[src/logic/csa_pkg.sv]
package csa_pkg;

	localparam int IN_WIDTH = 32;
	localparam int OP_WIDTH = 40;
	localparam int SUM_WIDTH = 43;
	localparam int GROUP_OPS = 4;
	localparam int WORDS_PER_GROUP = 5;

	typedef enum logic [3:0] {
		REG_CTRL = 4'h0,
		REG_BIAS = 4'h4,
		REG_COUNT = 4'h8
	} csa_reg_e;

	typedef enum logic [1:0] {
		SER_IDLE,
		SER_LOW,
		SER_HIGH
	} ser_state_e;

	// Operand 0 sits in the low bits
	typedef logic [GROUP_OPS-1:0][OP_WIDTH-1:0] csa_group_t;

	typedef struct packed {
		logic enable;
		logic clear;                  // One cycle pulse
		logic [IN_WIDTH-1:0] bias;
	} csa_ctrl_t;

	typedef struct packed {
		logic valid;
		logic [SUM_WIDTH-1:0] sum;
	} csa_sum_t;

endpackage

[src/logic/csa_regs.sv]
module csa_regs
(
	input  logic aclk,
	input  logic rst_n,
	input  logic [3:0] s_axil_awaddr,
	input  logic s_axil_awvalid,
	output logic s_axil_awready,
	input  logic [csa_pkg::IN_WIDTH-1:0] s_axil_wdata,
	input  logic [csa_pkg::IN_WIDTH/8-1:0] s_axil_wstrb,
	input  logic s_axil_wvalid,
	output logic s_axil_wready,
	output logic [1:0] s_axil_bresp,
	output logic s_axil_bvalid,
	input  logic s_axil_bready,
	input  logic [3:0] s_axil_araddr,
	input  logic s_axil_arvalid,
	output logic s_axil_arready,
	output logic [csa_pkg::IN_WIDTH-1:0] s_axil_rdata,
	output logic [1:0] s_axil_rresp,
	output logic s_axil_rvalid,
	input  logic s_axil_rready,
	output csa_pkg::csa_ctrl_t ctrl,
	input  logic sum_done
);
	import csa_pkg::*;

	localparam logic [1:0] RESP_OKAY = 2'b00;
	localparam logic [1:0] RESP_SLVERR = 2'b10;

	csa_ctrl_t ctrl_q;
	logic [IN_WIDTH-1:0] count;
	logic wr_en;
	logic rd_en;
	csa_reg_e waddr;
	csa_reg_e raddr;

	assign wr_en = s_axil_awvalid && s_axil_wvalid && !s_axil_bvalid;  // AW and W taken together
	assign rd_en = s_axil_arvalid && s_axil_arready;
	assign s_axil_awready = wr_en;
	assign s_axil_wready = wr_en;
	assign s_axil_arready = !s_axil_rvalid;
	assign waddr = csa_reg_e'(s_axil_awaddr);
	assign raddr = csa_reg_e'(s_axil_araddr);
	assign ctrl = ctrl_q;

	always_ff @(posedge aclk or negedge rst_n)
	begin
		if (!rst_n)
		begin
			ctrl_q <= '0;
			count <= '0;
			s_axil_bvalid <= 1'b0;
			s_axil_rvalid <= 1'b0;
		end
		else
		begin
			ctrl_q.clear <= 1'b0;
			if (wr_en && waddr == REG_CTRL && s_axil_wstrb[0])
			begin
				ctrl_q.enable <= s_axil_wdata[0];
				ctrl_q.clear <= s_axil_wdata[1];
			end
			if (wr_en && waddr == REG_BIAS)
			begin
				for (int i = 0; i < IN_WIDTH / 8; i++)
					if (s_axil_wstrb[i])
						ctrl_q.bias[8*i +: 8] <= s_axil_wdata[8*i +: 8];
			end
			if (ctrl_q.clear)
				count <= '0;                                     // Clear beats a late sum_done
			else if (sum_done)
				count <= count + 1'b1;
			if (wr_en)
				s_axil_bvalid <= 1'b1;
			else if (s_axil_bready)
				s_axil_bvalid <= 1'b0;
			if (rd_en)
				s_axil_rvalid <= 1'b1;
			else if (s_axil_rready)
				s_axil_rvalid <= 1'b0;
		end
	end

	always_ff @(posedge aclk)
	begin
		if (wr_en)
			s_axil_bresp <= (waddr inside {REG_CTRL, REG_BIAS, REG_COUNT}) ? RESP_OKAY : RESP_SLVERR;
		if (rd_en)
		begin
			s_axil_rresp <= RESP_OKAY;
			case (raddr)
				REG_CTRL:
					s_axil_rdata <= {{(IN_WIDTH-1){1'b0}}, ctrl_q.enable};  // Clear bit reads 0
				REG_BIAS:
					s_axil_rdata <= ctrl_q.bias;
				REG_COUNT:
					s_axil_rdata <= count;
				default:
				begin
					s_axil_rdata <= '0;
					s_axil_rresp <= RESP_SLVERR;
				end
			endcase
		end
	end

endmodule

[src/logic/word_repack.sv]
module word_repack
(
	input  logic aclk,
	input  logic rst_n,
	input  csa_pkg::csa_ctrl_t ctrl,
	input  logic [csa_pkg::IN_WIDTH-1:0] s_axis_tdata,
	input  logic s_axis_tvalid,
	output logic s_axis_tready,
	output csa_pkg::csa_group_t group,
	output logic group_valid,
	input  logic group_ready
);
	import csa_pkg::*;

	localparam int BUF_WIDTH = GROUP_OPS * OP_WIDTH;  // Same as five input words

	logic [BUF_WIDTH-1:0] buffer;
	logic [2:0] word_cnt;
	logic take;

	assign s_axis_tready = ctrl.enable && !group_valid;
	assign take = s_axis_tvalid && s_axis_tready;
	assign group = csa_group_t'(buffer);

	// New words enter at the top so the first one ends up in bits 31:0
	always_ff @(posedge aclk or negedge rst_n)
	begin
		if (!rst_n)
		begin
			buffer <= '0;
			word_cnt <= '0;
			group_valid <= 1'b0;
		end
		else if (ctrl.clear)
		begin
			buffer <= '0;
			word_cnt <= '0;
			group_valid <= 1'b0;
		end
		else
		begin
			if (take)
			begin
				buffer <= {s_axis_tdata, buffer[BUF_WIDTH-1:IN_WIDTH]};
				if (word_cnt == 3'(WORDS_PER_GROUP - 1))
				begin
					word_cnt <= '0;
					group_valid <= 1'b1;
				end
				else
					word_cnt <= word_cnt + 1'b1;
			end
			if (group_valid && group_ready)
				group_valid <= 1'b0;                     // Input is held off until here
		end
	end

endmodule

[src/logic/csa_tree.sv]
module csa_tree
(
	input  logic aclk,
	input  logic rst_n,
	input  csa_pkg::csa_ctrl_t ctrl,
	input  csa_pkg::csa_group_t group,
	input  logic group_valid,
	output logic group_ready,
	output csa_pkg::csa_sum_t sum,
	input  logic sum_ready
);
	import csa_pkg::*;

	logic advance;
	logic s1_valid;
	logic s2_valid;
	logic s3_valid;
	logic [SUM_WIDTH-1:0] c1_sum, c1_carry;
	logic [SUM_WIDTH-1:0] s1_sum, s1_carry, s1_op3, s1_bias;
	logic [SUM_WIDTH-1:0] t_sum, t_carry, r_sum, r_carry;
	logic [SUM_WIDTH-1:0] s2_sum, s2_carry;
	logic [SUM_WIDTH-1:0] s3_sum;

	// 3:2 compressor, returns {carry, sum}
	function automatic logic [2*SUM_WIDTH-1:0] csa32(input logic [SUM_WIDTH-1:0] x,
		input logic [SUM_WIDTH-1:0] y, input logic [SUM_WIDTH-1:0] z);
		logic [SUM_WIDTH-1:0] s;
		logic [SUM_WIDTH-1:0] c;
		s = x ^ y ^ z;
		c = ((x & y) | (x & z) | (y & z)) << 1;
		return {c, s};
	endfunction

	assign advance = !s3_valid || sum_ready;  // Whole pipe moves as one
	assign group_ready = advance;

	assign {c1_carry, c1_sum} = csa32(SUM_WIDTH'(group[0]), SUM_WIDTH'(group[1]),
		SUM_WIDTH'(group[2]));
	assign {t_carry, t_sum} = csa32(s1_sum, s1_carry, s1_op3);  // 4:2 as two 3:2 steps
	assign {r_carry, r_sum} = csa32(t_sum, t_carry, s1_bias);

	assign sum = csa_sum_t'{valid: s3_valid, sum: s3_sum};

	always_ff @(posedge aclk or negedge rst_n)
	begin
		if (!rst_n)
		begin
			s1_valid <= 1'b0;
			s2_valid <= 1'b0;
			s3_valid <= 1'b0;
		end
		else if (ctrl.clear)
		begin
			s1_valid <= 1'b0;
			s2_valid <= 1'b0;
			s3_valid <= 1'b0;
		end
		else if (advance)
		begin
			s1_valid <= group_valid;
			s2_valid <= s1_valid;
			s3_valid <= s2_valid;
		end
	end

	always_ff @(posedge aclk)
	begin
		if (advance)
		begin
			s1_sum <= c1_sum;
			s1_carry <= c1_carry;
			s1_op3 <= SUM_WIDTH'(group[3]);
			s1_bias <= SUM_WIDTH'(ctrl.bias);         // Bias taken at acceptance
			s2_sum <= r_sum;
			s2_carry <= r_carry;
			s3_sum <= s2_sum + s2_carry;
		end
	end

endmodule

[src/logic/result_serializer.sv]
module result_serializer
(
	input  logic aclk,
	input  logic rst_n,
	input  csa_pkg::csa_ctrl_t ctrl,
	input  csa_pkg::csa_sum_t sum,
	output logic sum_ready,
	output logic [csa_pkg::IN_WIDTH-1:0] m_axis_tdata,
	output logic m_axis_tvalid,
	output logic m_axis_tlast,
	input  logic m_axis_tready,
	output logic sum_done
);
	import csa_pkg::*;

	ser_state_e state;
	logic [SUM_WIDTH-1:0] hold;

	assign sum_ready = (state == SER_IDLE);
	assign m_axis_tvalid = (state != SER_IDLE);
	assign m_axis_tlast = (state == SER_HIGH);
	assign m_axis_tdata = m_axis_tlast ? IN_WIDTH'(hold[SUM_WIDTH-1:IN_WIDTH])
		: hold[IN_WIDTH-1:0];
	assign sum_done = m_axis_tlast && m_axis_tready;

	always_ff @(posedge aclk or negedge rst_n)
	begin
		if (!rst_n)
			state <= SER_IDLE;
		else if (ctrl.clear)
			state <= SER_IDLE;
		else
		begin
			case (state)
				SER_IDLE:
					if (sum.valid)
						state <= SER_LOW;
				SER_LOW:
					if (m_axis_tready)
						state <= SER_HIGH;
				SER_HIGH:
					if (m_axis_tready)
						state <= SER_IDLE;
				default:
					state <= SER_IDLE;
			endcase
		end
	end

	always_ff @(posedge aclk)
	begin
		if (sum_ready && sum.valid)
			hold <= sum.sum;
	end

endmodule

[src/logic/csa_top.sv]
module csa_top
(
	input  logic aclk,
	input  logic rst_n,
	input  logic [3:0] s_axil_awaddr,
	input  logic s_axil_awvalid,
	output logic s_axil_awready,
	input  logic [csa_pkg::IN_WIDTH-1:0] s_axil_wdata,
	input  logic [csa_pkg::IN_WIDTH/8-1:0] s_axil_wstrb,
	input  logic s_axil_wvalid,
	output logic s_axil_wready,
	output logic [1:0] s_axil_bresp,
	output logic s_axil_bvalid,
	input  logic s_axil_bready,
	input  logic [3:0] s_axil_araddr,
	input  logic s_axil_arvalid,
	output logic s_axil_arready,
	output logic [csa_pkg::IN_WIDTH-1:0] s_axil_rdata,
	output logic [1:0] s_axil_rresp,
	output logic s_axil_rvalid,
	input  logic s_axil_rready,
	input  logic [csa_pkg::IN_WIDTH-1:0] s_axis_tdata,
	input  logic s_axis_tvalid,
	output logic s_axis_tready,
	output logic [csa_pkg::IN_WIDTH-1:0] m_axis_tdata,
	output logic m_axis_tvalid,
	input  logic m_axis_tready,
	output logic m_axis_tlast
);
	import csa_pkg::*;

	csa_ctrl_t ctrl;
	csa_group_t group;
	csa_sum_t sum;
	logic group_valid;
	logic group_ready;
	logic sum_ready;
	logic sum_done;

	csa_regs u_regs (
		.aclk(aclk), .rst_n(rst_n),
		.s_axil_awaddr(s_axil_awaddr), .s_axil_awvalid(s_axil_awvalid),
		.s_axil_awready(s_axil_awready),
		.s_axil_wdata(s_axil_wdata), .s_axil_wstrb(s_axil_wstrb),
		.s_axil_wvalid(s_axil_wvalid), .s_axil_wready(s_axil_wready),
		.s_axil_bresp(s_axil_bresp), .s_axil_bvalid(s_axil_bvalid),
		.s_axil_bready(s_axil_bready),
		.s_axil_araddr(s_axil_araddr), .s_axil_arvalid(s_axil_arvalid),
		.s_axil_arready(s_axil_arready),
		.s_axil_rdata(s_axil_rdata), .s_axil_rresp(s_axil_rresp),
		.s_axil_rvalid(s_axil_rvalid), .s_axil_rready(s_axil_rready),
		.ctrl(ctrl), .sum_done(sum_done)
	);

	word_repack u_repack (
		.aclk(aclk), .rst_n(rst_n), .ctrl(ctrl),
		.s_axis_tdata(s_axis_tdata), .s_axis_tvalid(s_axis_tvalid),
		.s_axis_tready(s_axis_tready),
		.group(group), .group_valid(group_valid), .group_ready(group_ready)
	);

	csa_tree u_tree (
		.aclk(aclk), .rst_n(rst_n), .ctrl(ctrl),
		.group(group), .group_valid(group_valid), .group_ready(group_ready),
		.sum(sum), .sum_ready(sum_ready)
	);

	result_serializer u_ser (
		.aclk(aclk), .rst_n(rst_n), .ctrl(ctrl),
		.sum(sum), .sum_ready(sum_ready),
		.m_axis_tdata(m_axis_tdata), .m_axis_tvalid(m_axis_tvalid),
		.m_axis_tlast(m_axis_tlast), .m_axis_tready(m_axis_tready),
		.sum_done(sum_done)
	);

endmodule

[config.mk]
export PLATFORM = sky130hd
export DESIGN_NAME = csa_top
export DESIGN_NICKNAME = d
export VERILOG_FILES = /design/src/logic/csa_pkg.sv /design/src/logic/csa_regs.sv /design/src/logic/word_repack.sv /design/src/logic/csa_tree.sv /design/src/logic/result_serializer.sv /design/src/logic/csa_top.sv
export SDC_FILE = /design/constraint.sdc
export NUM_CORES = 1
export LEC_CHECK = 0
export BUFFER_PORTS_ARGS = -buffer_cell sky130_fd_sc_hd__buf_2
export CAP_MARGIN = 0
export CORE_MARGIN = 1.5
export CORE_UTILIZATION = 40
export CTS_CLUSTER_DIAMETER = 120
export CTS_CLUSTER_SIZE = 14
export DETAILED_ROUTE_END_ITERATION = 8
export GPL_ROUTABILITY_DRIVEN = 0
export GPL_TIMING_DRIVEN = 0
export HOLD_SLACK_MARGIN = 0.08
export PLACE_DENSITY_LB_ADDON = 0.08
export SKIP_CTS_REPAIR_TIMING = 1
export SLEW_MARGIN = 40
export SYNTH_ARGS = -nofsm -noshare
export SYNTH_HDL_FRONTEND = slang
export SYNTH_HIERARCHICAL = 1
export SYNTH_SLANG_ARGS = --single-unit
[constraint.sdc]
create_clock -name aclk -period 10.9 [get_ports aclk]
set_clock_uncertainty 0.1 [all_clocks]
set_input_delay 0.545 -clock aclk [delete_from_list [all_inputs] [get_ports aclk]]
set_output_delay 0.545 -clock aclk [all_outputs]
set_load 0.01 [all_outputs]
==> results of run 1 <==
-- kinds of logic (layout without fill, tap and decap cells) --
family                     Yosys count  in the layout  share of synthesized area
AOI/OAI and AO/OA                  371            371                    0.09633
xor gates and xnor gates            46             46                    0.01519
adders and majority gates          165            165                     0.1093
buffers and inverters              129            440                    0.03052
DFF                                591            591                     0.6244
muxes                               54             54                    0.02368
other                                1              3                  0.0001414
and+or+nand+nor                    560            560                     0.1005
-- where the power goes --
| part | switching (mW) | total [mW] | internal, mW |
|---|---|---|---|
| registers | 0.473 | 3.54 | 3.07 |
| clock network | 0.799 | 1.65 | 0.848 |
| logic | 0.842 | 1.49 | 0.647 |
| total | 2.11 | 6.68 | 4.56 |
-- state kept, by name (all words and copies together), names as in the netlist, 40 cells and up --
register and cells:
u_tree/s1_carry 40, u_tree/s2_sum 41, u_repack/group 160, u_tree/s1_sum 40, u_ser/hold 43, u_tree/s2_carry 41
u_tree/s1_op3 40, u_tree/s3_sum 43
-- cells in the mapped netlist (4+ instances only) --
master / n
sky130_fd_sc_hd__and4_1: 4
sky130_fd_sc_hd__clkbuf_1: 31
sky130_fd_sc_hd__o31ai_1: 13
sky130_fd_sc_hd__o21bai_1: 6
sky130_fd_sc_hd__mux2i_1: 5
sky130_fd_sc_hd__xnor2_1: 27
sky130_fd_sc_hd__nand2b_1: 4
sky130_fd_sc_hd__dfrtp_1: 237
sky130_fd_sc_hd__o21ai_0: 14
sky130_fd_sc_hd__mux2_4: 7
sky130_fd_sc_hd__nand3_1: 18
sky130_fd_sc_hd__nor2b_1: 8
sky130_fd_sc_hd__a31oi_1: 4
sky130_fd_sc_hd__o211ai_1: 8
sky130_fd_sc_hd__buf_6: 15
sky130_fd_sc_hd__and2_1: 30
sky130_fd_sc_hd__inv_1: 36
sky130_fd_sc_hd__nor2_1: 46
sky130_fd_sc_hd__buf_2: 20
sky130_fd_sc_hd__or3_1: 7
sky130_fd_sc_hd__ha_1: 54
sky130_fd_sc_hd__mux2_2: 40
sky130_fd_sc_hd__o21ai_1: 12
sky130_fd_sc_hd__buf_1: 7
sky130_fd_sc_hd__a211oi_1: 5
sky130_fd_sc_hd__a21o_1: 19
sky130_fd_sc_hd__xor2_1: 19
sky130_fd_sc_hd__nor3_1: 10
sky130_fd_sc_hd__buf_4: 11
sky130_fd_sc_hd__fa_1: 111
sky130_fd_sc_hd__o21a_1: 4
sky130_fd_sc_hd__nor4_1: 4
sky130_fd_sc_hd__edfxtp_1: 354
sky130_fd_sc_hd__a21oi_2: 81
sky130_fd_sc_hd__nand2_1: 308
sky130_fd_sc_hd__a22o_1: 31
sky130_fd_sc_hd__nand4_1: 16
sky130_fd_sc_hd__and3_1: 6
sky130_fd_sc_hd__buf_12: 9
sky130_fd_sc_hd__a21oi_1: 147
sky130_fd_sc_hd__or4_1: 14
sky130_fd_sc_hd__nand2_2: 69
-- layout make-up --
class                   count  area share
diodes                      1  0.00008176
inverters                  36    0.004415
clock buffers              86     0.04460
flip-flops and latches    591      0.5411
well taps                 864     0.03532
plain buffers              93     0.02203
clock inverters             3    0.001104
multi-input cells        1198      0.2997
repair buffers            222     0.05167
-- worst min-delay path, cell delays in order --
cell and delay (ns):
sky130_fd_sc_hd__buf_2 0.10, sky130_fd_sc_hd__nand2_1 0.06, sky130_fd_sc_hd__a21oi_2 0.05
-- per-stage QoR --
stage | hold slack (ns) | worst slack (ns) | util
final | 0.08466 | 7.414 | 0.4656
after global placement | 0.3040 | -0.3364 | 0.4319
after global routing | 0.08075 | 7.334 | 0.4655
after floorplan | 0.1494 | 2.625 | -
after detailed placement | 0.3045 | 7.512 | 0.4362
after CTS | -0.2555 | 7.476 | 0.4574
-- per-layer routing --
layer | routed length [um] | up-vias
met3 | 3256 | 93
met2 | 30830 | 359
li1 | - | 7353
met1 | 31160 | 7897
met5 | 0 | -
met4 | 1823 | 0
-- cell usage in the layout, fill, tap and decap left out, types with 7 or more instances in the layout --
master	synthesis	routed
sky130_fd_sc_hd__a21o_1	19	19
sky130_fd_sc_hd__a21oi_1	147	147
sky130_fd_sc_hd__a21oi_2	81	81
sky130_fd_sc_hd__a22o_1	31	31
sky130_fd_sc_hd__and2_1	30	29
sky130_fd_sc_hd__buf_1	7	7
sky130_fd_sc_hd__buf_12	9	16
sky130_fd_sc_hd__buf_2	20	177
sky130_fd_sc_hd__buf_4	11	11
sky130_fd_sc_hd__buf_6	15	15
sky130_fd_sc_hd__clkbuf_1	31	68
sky130_fd_sc_hd__clkbuf_16	0	49
sky130_fd_sc_hd__dfrtp_1	237	237
sky130_fd_sc_hd__dlygate4sd3_1	0	53
sky130_fd_sc_hd__edfxtp_1	354	354
sky130_fd_sc_hd__fa_1	111	111
sky130_fd_sc_hd__ha_1	54	54
sky130_fd_sc_hd__inv_1	36	36
sky130_fd_sc_hd__mux2_2	40	40
sky130_fd_sc_hd__mux2_4	7	7
sky130_fd_sc_hd__nand2_1	308	308
sky130_fd_sc_hd__nand2_2	69	69
sky130_fd_sc_hd__nand3_1	18	18
sky130_fd_sc_hd__nand4_1	16	16
sky130_fd_sc_hd__nor2_1	46	46
sky130_fd_sc_hd__nor2b_1	8	7
sky130_fd_sc_hd__nor3_1	10	10
sky130_fd_sc_hd__o211ai_1	8	8
sky130_fd_sc_hd__o21ai_0	14	14
sky130_fd_sc_hd__o21ai_1	12	12
sky130_fd_sc_hd__o31ai_1	13	13
sky130_fd_sc_hd__or3_1	7	7
sky130_fd_sc_hd__or4_1	14	14
sky130_fd_sc_hd__xnor2_1	27	27
sky130_fd_sc_hd__xor2_1	19	19
-- final timing paths --
path	start	endpoint	cells after the start
max reg2reg	u_ser/state[0]$_DFFE_PN0P_	u_regs/count[29]$_DFFE_PN0P_	11
max in group asynchronous	rst_n	u_repack/group[127]$_DFFE_PN0P_	3
min in group asynchronous	rst_n	u_regs/ctrl[26]$_DFFE_PN0P_	2
min reg2reg	u_tree/s3_sum[12]$_DFFE_PP_	u_ser/hold[12]$_DFFE_PP_	0
max	u_ser/state[0]$_DFFE_PN0P_	u_regs/count[29]$_DFFE_PN0P_	11
min	s_axis_tdata[1]	u_repack/group[129]$_DFFE_PN0P_	3
==> results summary, run 1 <==
After detailed routing, the number of remaining DRC violations is 0. The cell area power density is ~220 nW/um^2. The mean routed wirelength per cell is 21.68 um. The flow ran to the end, and the final reports show no timing, DRC or antenna violations. After synthesis, the cell types taking the most area are sky130_fd_sc_hd__edfxtp_1 40%, sky130_fd_sc_hd__dfrtp_1 22%, sky130_fd_sc_hd__fa_1 8.4%. The final cycle utilization of the critical path is 0.3198.

The number of warnings issued by yosys is 6. STA classifies the critical path endpoint as a flip-flop. The signal on the critical path passes through nand2b_1 > buf_6 > buf_12 > inv_1 > and2_1 > clkbuf_1 > o211a_1 > clkbuf_1 > nand4_1 > or4_1 > a21oi_1. Setup total negative slack on the finished layout was measured at 0 ns. VDD sags by at most 0.1122 mV. After clock tree synthesis, the clock-pin slew on the worst setup and hold paths is roughly 0.070 ns. STA classifies the critical path startpoint as a flip-flop.

The area enclosed by the die boundary came out at just under 70000 um^2. The number of top-level pins came out at ~160. The count of unique library cells instantiated by Yosys came out at 80. In the synthesized netlist the dominant register cell turns out to be sky130_fd_sc_hd__edfxtp_1. The setup slack of the most critical reg-to-reg path is 7.41 ns. The number of clock sinks came out at between 500 and 600.

Once layout is done, the placed cells without fillers occupy a little over 30000 um^2. The area of the core region is approximately 66000 um^2. Setup repair after global routing left no endpoint under its margin. The flip-flop and latch area came out at about 17000 um^2.

The number of max-slew violations in the final report is 0. The die height is 260.5 um. The leakage power summed over all cells came out at 13.15 nW. The initial utilization of the core area, before any placement, comes to 0.4034.

The fraction of final layout cells with drive strength greater than 1 is 0.2203. The global-route wire length before repair came out at 99260 um. The via count of the first global-routing pass is approximately 16000. The overall fraction of global-route tracks in use is 0.1992.

The worst relative slew slack came out at 0.4788. The number of instances in the synthesized netlist is about 1900. The total half-perimeter wirelength after legalization and detailed placement came out at around 51000 um. The most crowded layer after global routing is met2. For this run, asynchronously set or reset flops after synthesis account for 0.4010. In the global route stage, met1 resource usage came out at 0.2852.

Once placement finished, the instance area stood at 28680 um^2. The die extent in x came out at ~260 um. The biggest cell delay along the critical path is about 0.6 ns. The sequential share of the synthesized area came out at 0.6244. TritonCTS built the clock tree. The count of input and output buffers came out at around 160. The number of buffers and inverters on the critical path came out at 5. The first routing iteration left 970 violations. The H-tree depth came out at 2. The maximum number of pins on one net before global-route repair came out at 73.

The cell type contributing the most total cell area after synthesis is sky130_fd_sc_hd__edfxtp_1. The multi-input combinational cells in the finished layout cover a total of between 9000 and 10000 um^2. The portion of synthesized cell area occupied by the leading cell type is 0.4008.

The maximum count of clock buffers along a single path is 3. The total overflow left after global routing is 0. Summed over all layers, the routed wires come to about 67000 um. The highest-delay cell along the critical path is sky130_fd_sc_hd__or4_1.

For this run, the post-layout net count is about 2400. The min-delay analysis places its worst path in the category input port to flip-flop. The number of vias in the routed layout came out at 15700.

In this design, the critical path's most frequently occurring cell is sky130_fd_sc_hd__clkbuf_1. The transition time at the pin with the least slew margin came out at approximately 0.78 ns. The initial antenna violation count is 3.

The antenna violation net count after detailed routing is 0. The synthesized area divided by synthesized cell count is between 10 and 15 um^2. The design draws 6.677 mW. The number of placed instances with taps included came out at 2951.

The global-route track usage on met2 is 0.3104. The largest fanout on the critical path is 10. The cell area that synthesis handed to floorplanning was ~27000 um^2. The total count of hold-check failures in the final report came out at 0. The floorplan has 94 rows. The number of standard cells in the final layout excluding fillers is slightly above 3000.

The clock latency of the later-clocked register in the worst-skew pair came out at roughly 0.6 ns. Fill cells in the final layout number between 5000 and 6000. The tool flagged a number of max-cap violations equal to 0.

The detailed-router iteration count before antenna repair is 5. The data arrival time of the critical path came out at slightly below 4 ns. The post-synthesis to final-layout area growth came out at 15.40%. In this run, synthesis produced a sequential element count of around 600.

Clock tree synthesis inserted a total of 48 buffers. The number of enable-type register cells in the synthesized netlist is between 300 and 400. The via-per-instance ratio is a little over 5. The setup path with the least slack is of type flip-flop to flip-flop. CTS placed an instance of sky130_fd_sc_hd__clkbuf_16 at the clock tree root. The minimum clock period is between 3 and 4 ns.

Data on the critical path is required at its endpoint by around 11 ns. Grouping stages by cell kind, the critical path spends the most delay in simple AND/OR/NAND/NOR gates. The fmax is 0.2869 GHz. The number of setup violations in the final report came out at 0. The met3 usage came out at 0.03361.
Note: power is estimated with default switching activity, not from simulation.
==> run 2: changes to the inputs <==
--- a/config.mk
+++ b/config.mk
@@ -5,6 +5,7 @@
 export SDC_FILE = /design/constraint.sdc
 export NUM_CORES = 1
 export LEC_CHECK = 0
+export ABC_AREA = 1
 export BUFFER_PORTS_ARGS = -buffer_cell sky130_fd_sc_hd__buf_2
 export CAP_MARGIN = 0
 export CORE_MARGIN = 1.5
==> constraint.sdc (replaced) <==
create_clock -name aclk -period 3.2 [get_ports aclk]
set_clock_uncertainty 0.1 [all_clocks]
set_input_delay 0.16 -clock aclk [delete_from_list [all_inputs] [get_ports aclk]]
set_output_delay 0.16 -clock aclk [all_outputs]
set_load 0.01 [all_outputs]
==> run 2 against run 1 <==
  * Flip-flop and latch count is the same
  * Worst hold slack lost 0.058 ns
  * Critical endpoint is now u_regs/ctrl[30]$_DFFE_PN0P_
  * Clock power grew to 3.4 times the previous value
  * Worst setup slack lost 6.9 ns
  * Total power grew to 4.6 times the previous value
  * Critical path type unchanged
  * First-iteration DRC count grew 45%
  * Routed wire length grew 7.8%
==> results summary, run 2 <==
The run finished with clean final reports. TritonCTS built the clock tree. The share of total power dissipated in combinational logic is 0.363. In this run the cell area measured after placement is about 29000 um^2. The setup TNS is 0 ns. The path class of the tightest hold or removal check is input port to flip-flop. The antenna diode count is 0.

The share of total power dissipated in sequential elements is 0.452. The number of DRC violations after detailed routing is 0. The overall fraction of global-route tracks in use came out at 0.2072. The H-tree depth came out at 2. The count of unique library cells instantiated by Yosys is 44. The worst pin sits at a relative slew slack of 0.4955. The library cell used most frequently in the layout, excluding fill and tap cells, is sky130_fd_sc_hd__nand2_1. The commonest cells after synthesis are 745 x sky130_fd_sc_hd__nand2_1, 354 x sky130_fd_sc_hd__edfxtp_1, 292 x sky130_fd_sc_hd__inv_1, 237 x sky130_fd_sc_hd__dfrtp_1, 167 x sky130_fd_sc_hd__nor2_1. The cell area power density is approximately 950 nW/um^2. The critical path capture point type is a flip-flop. Setup slack on the critical path of the routed design comes to 0.4890 ns. The biggest cell delay along the critical path came out at between 0.5 and 0.6 ns.

The total half-perimeter wirelength after legalization and detailed placement is ~56000 um. The post-synthesis to final-layout area growth came out at 18.77%. The worst voltage drop across the vdd grid is about 0.48 mV. The finished cells cover approximately 32000 um^2. In the post-synthesis netlist, the biggest area contributors are sky130_fd_sc_hd__edfxtp_1 39%, sky130_fd_sc_hd__dfrtp_1 22%, sky130_fd_sc_hd__nand2_1 10%. The number of placement rows is 95. The initial antenna violation count is 2. For the worst setup path, the data required time is approximately 3.6 ns.

The die extent in x is roughly 260 um. Synthesis produced 2488 cells. The synthesized area is between 20000 and 30000 um^2. The cell with the most instances after synthesis is sky130_fd_sc_hd__nand2_1. The kind of critical path is flip-flop to flip-flop.

The number of placed instances with taps included is 3537. After detailed routing, the average wire length per cell comes to 19.25 um. The first detailed-routing pass ran for 6 iterations. The global-route wire length before repair is between 100000 and 150000 um.

The worst hold margin came out at approximately 0.027 ns. Of all cell types, the one taking the most synthesized area is sky130_fd_sc_hd__edfxtp_1. The antenna violation net count after detailed routing is 0. Setup violations remaining at the end of the flow were counted as 0.

In this run the worst path has a maximum fanout of 10. The area of the core region came out at ~67000 um^2. The number of synthesized register bits is approximately 600.

The internal power summed over all cells is approximately 19 mW. The number of standard cells in the final layout excluding fillers is between 3000 and 4000. Leaving out fill and tap cells, the most frequent cells in the layout are 744 x sky130_fd_sc_hd__nand2_1, 354 x sky130_fd_sc_hd__edfxtp_1, 288 x sky130_fd_sc_hd__inv_1.

The maximum count of clock buffers along a single path came out at 3. The portion of synthesized cell area occupied by the leading cell type came out at 0.3928. The clock-pin slew reported for the worst setup and hold paths after clock tree synthesis is approximately 0.070 ns. The worst register-to-register path begins at u_regs/s_axil_bvalid$_DFFE_PN0P_. Clock tree synthesis found a total of 591 sinks. The minimum clock period came out at 2.711 ns. After global routing the overflow that remains totals 0. The starting utilization of the core area is 0.4037.

The clock buffer count from CTS is 48. Setup repair after global routing left no endpoint under its margin. For this run, the number of Yosys warnings is 6.

The register with the most flip-flops in the layout has between 150 and 200 of them. Wires add up to ~72000 um. The area enclosed by the die boundary came out at 69230 um^2. The die height is around 260 um. The number of nets in the final layout came out at 3096. Timing analysis after detailed placement gives a worst setup slack of 0.5390 ns. In this run the static leakage power is roughly 15 nW. The slowest stage of the critical path belongs to the cell sky130_fd_sc_hd__dlygate4sd3_1. The fmax is about 0.37 GHz. The signal on the critical path passes through inv_2 > nand3_2 > inv_2 > nand4_4 > nor2_4 > buf_6 > nand2_1 > dlygate4sd3_1 > o21ai_1 > dlygate4sd3_1.

The via count of the first global-routing pass came out at 17660. In this run the most critical hold path is launched from s_axil_wstrb[1]. In the final layout, the share of cells above drive strength 1 is 0.1276.

The transition time at the pin with the least slew margin is about 0.76 ns. The share of flip-flops with an asynchronous set or reset came out at 0.4010. The data arrival time of the critical path came out at 3.14 ns. The sequential share of the synthesized area is 0.6119. The count of routing violations after the opening detailed-route iteration came out at ~1400. Summed over all nets, the switching power comes to approximately 12 mW. The completed layout was analyzed and its total power is between 30 and 40 mW. The final cycle utilization of the critical path came out at 0.8472. The switching power as a share of total power is 0.3790. The number of enable-type register cells in the synthesized netlist is between 300 and 400. The total count of hold-check failures in the final report came out at 0. In this design, the largest share of critical-path delay is due to buffers and inverters. The clock network fraction of total power came out at 0.185.

The number of top-level pins is between 150 and 200. In this run the worst setup path begins at u_regs/s_axil_bvalid$_DFFE_PN0P_. The maximum number of pins on one net before global-route repair is 70.

The worst setup path is launched from a flip-flop. The most used flip-flop cell after synthesis is sky130_fd_sc_hd__edfxtp_1. The buffer type at the clock tree root is sky130_fd_sc_hd__clkbuf_16. The number of max-capacitance violations reported is 0. The clock latency of the later-clocked register in the worst-skew pair came out at 0.60 ns.

The number of max-slew violations in the final report is 0. The number of buffers and inverters on the critical path came out at 5. Using the TritonRoute via totals, the vias-per-cell ratio works out to 4.870. Measured on the finished design, the core utilization comes to 0.4795. The count of input and output buffers came out at ~160. The number of vias in the routed layout is 18290.

The synthesized area divided by synthesized cell count came out at between 10 and 15 um^2. Counting the fill cells in the layout gives between 6000 and 7000.
==> run 2: cell types whose count changed after synthesis, sizes merged, moves of 49 or more <==
| cell | change |
|---|---|
| a21oi | -172 |
| inv | +271 |
| mux2 | -49 |
| nand2 | +387 |
| nand3 | +92 |
| nor2 | +153 |
| o21ai | +107 |
==> run 2: worst paths after layout <==
kind	cells after the start	slack (ns)	end
worst max-delay path	10	0.49	u_regs/ctrl[30]$_DFFE_PN0P_
worst min-delay path	5	0.03	u_regs/ctrl[14]$_DFFE_PN0P_
worst max register to register	10	0.49	u_regs/ctrl[30]$_DFFE_PN0P_
worst min register to register	0	0.31	u_ser/hold[5]$_DFFE_PP_
max in group asynchronous	6	1.44	u_repack/group[158]$_DFFE_PN0P_
min in group asynchronous	4	0.57	u_regs/s_axil_rvalid$_DFFE_PN0P_
==> run 2: area by class of cell <==
| cell class | instances | area (um^2) | area share |
|---|---|---|---|
| multi-input combinational | 1522 | 8970 | 0.2790 |
| sequential | 591 | 16560 | 0.5152 |
| buffer | 67 | 400.4 | 0.01246 |
| tap | 873 | 1092 | 0.03398 |
| timing repair buffer | 307 | 2542 | 0.07909 |
| inverter | 309 | 1164 | 0.03620 |
| clock buffer | 85 | 1383 | 0.04301 |
| clock inverter | 2 | 32.53 | 0.001012 |
==> run 2: worst register-to-register path, delay by kind of cell (launching register included) <==
| kind | cells | cell delay [ns] |
|---|---|---|
| flip-flops | 1 | 0.40 |
| buffers and inverters | 5 | 1.48 |
| AND/OR/NAND/NOR | 4 | 0.61 |
| AO/OA/AOI/OAI | 1 | 0.08 |
==> run 2: cells by family after synthesis <==
group                    Yosys count  share of synthesized area
other                              1                  0.0001386
AND/OR/NAND/NOR                 1100                     0.1706
XOR/XNOR                          23                   0.007443
buffers and inverters            376                    0.05765
AO/OA/AOI/OAI                    232                    0.04521
flip-flops                       591                     0.6119
adder cells (fa/ha/maj)          165                     0.1071
==> run 2: layer usage <==
| layer | share of wire | track usage | up-vias |
|---|---|---|---|
| li1 | - | - | 8751 |
| met1 | 0.45 | 0.2913 | 8990 |
| met2 | 0.48 | 0.3409 | 459 |
| met3 | 0.046 | 0.02423 | 93 |
| met4 | 0.023 | 0.05780 | 0 |
| met5 | 0 | 0 | - |
==> run 2: power by group through the flow <==
stage / sequential, mW / combinational [mW] / clock [mW]
after global routing: 14.1 / 12.5 / 6.12
after global placement: 14.0 / 10.8 / 0
after floorplan: 13.1 / 6.88 / 0
after detailed placement: 14.0 / 11.0 / 0
final: 13.8 / 11.0 / 5.64
after CTS: 13.9 / 11.0 / 5.82
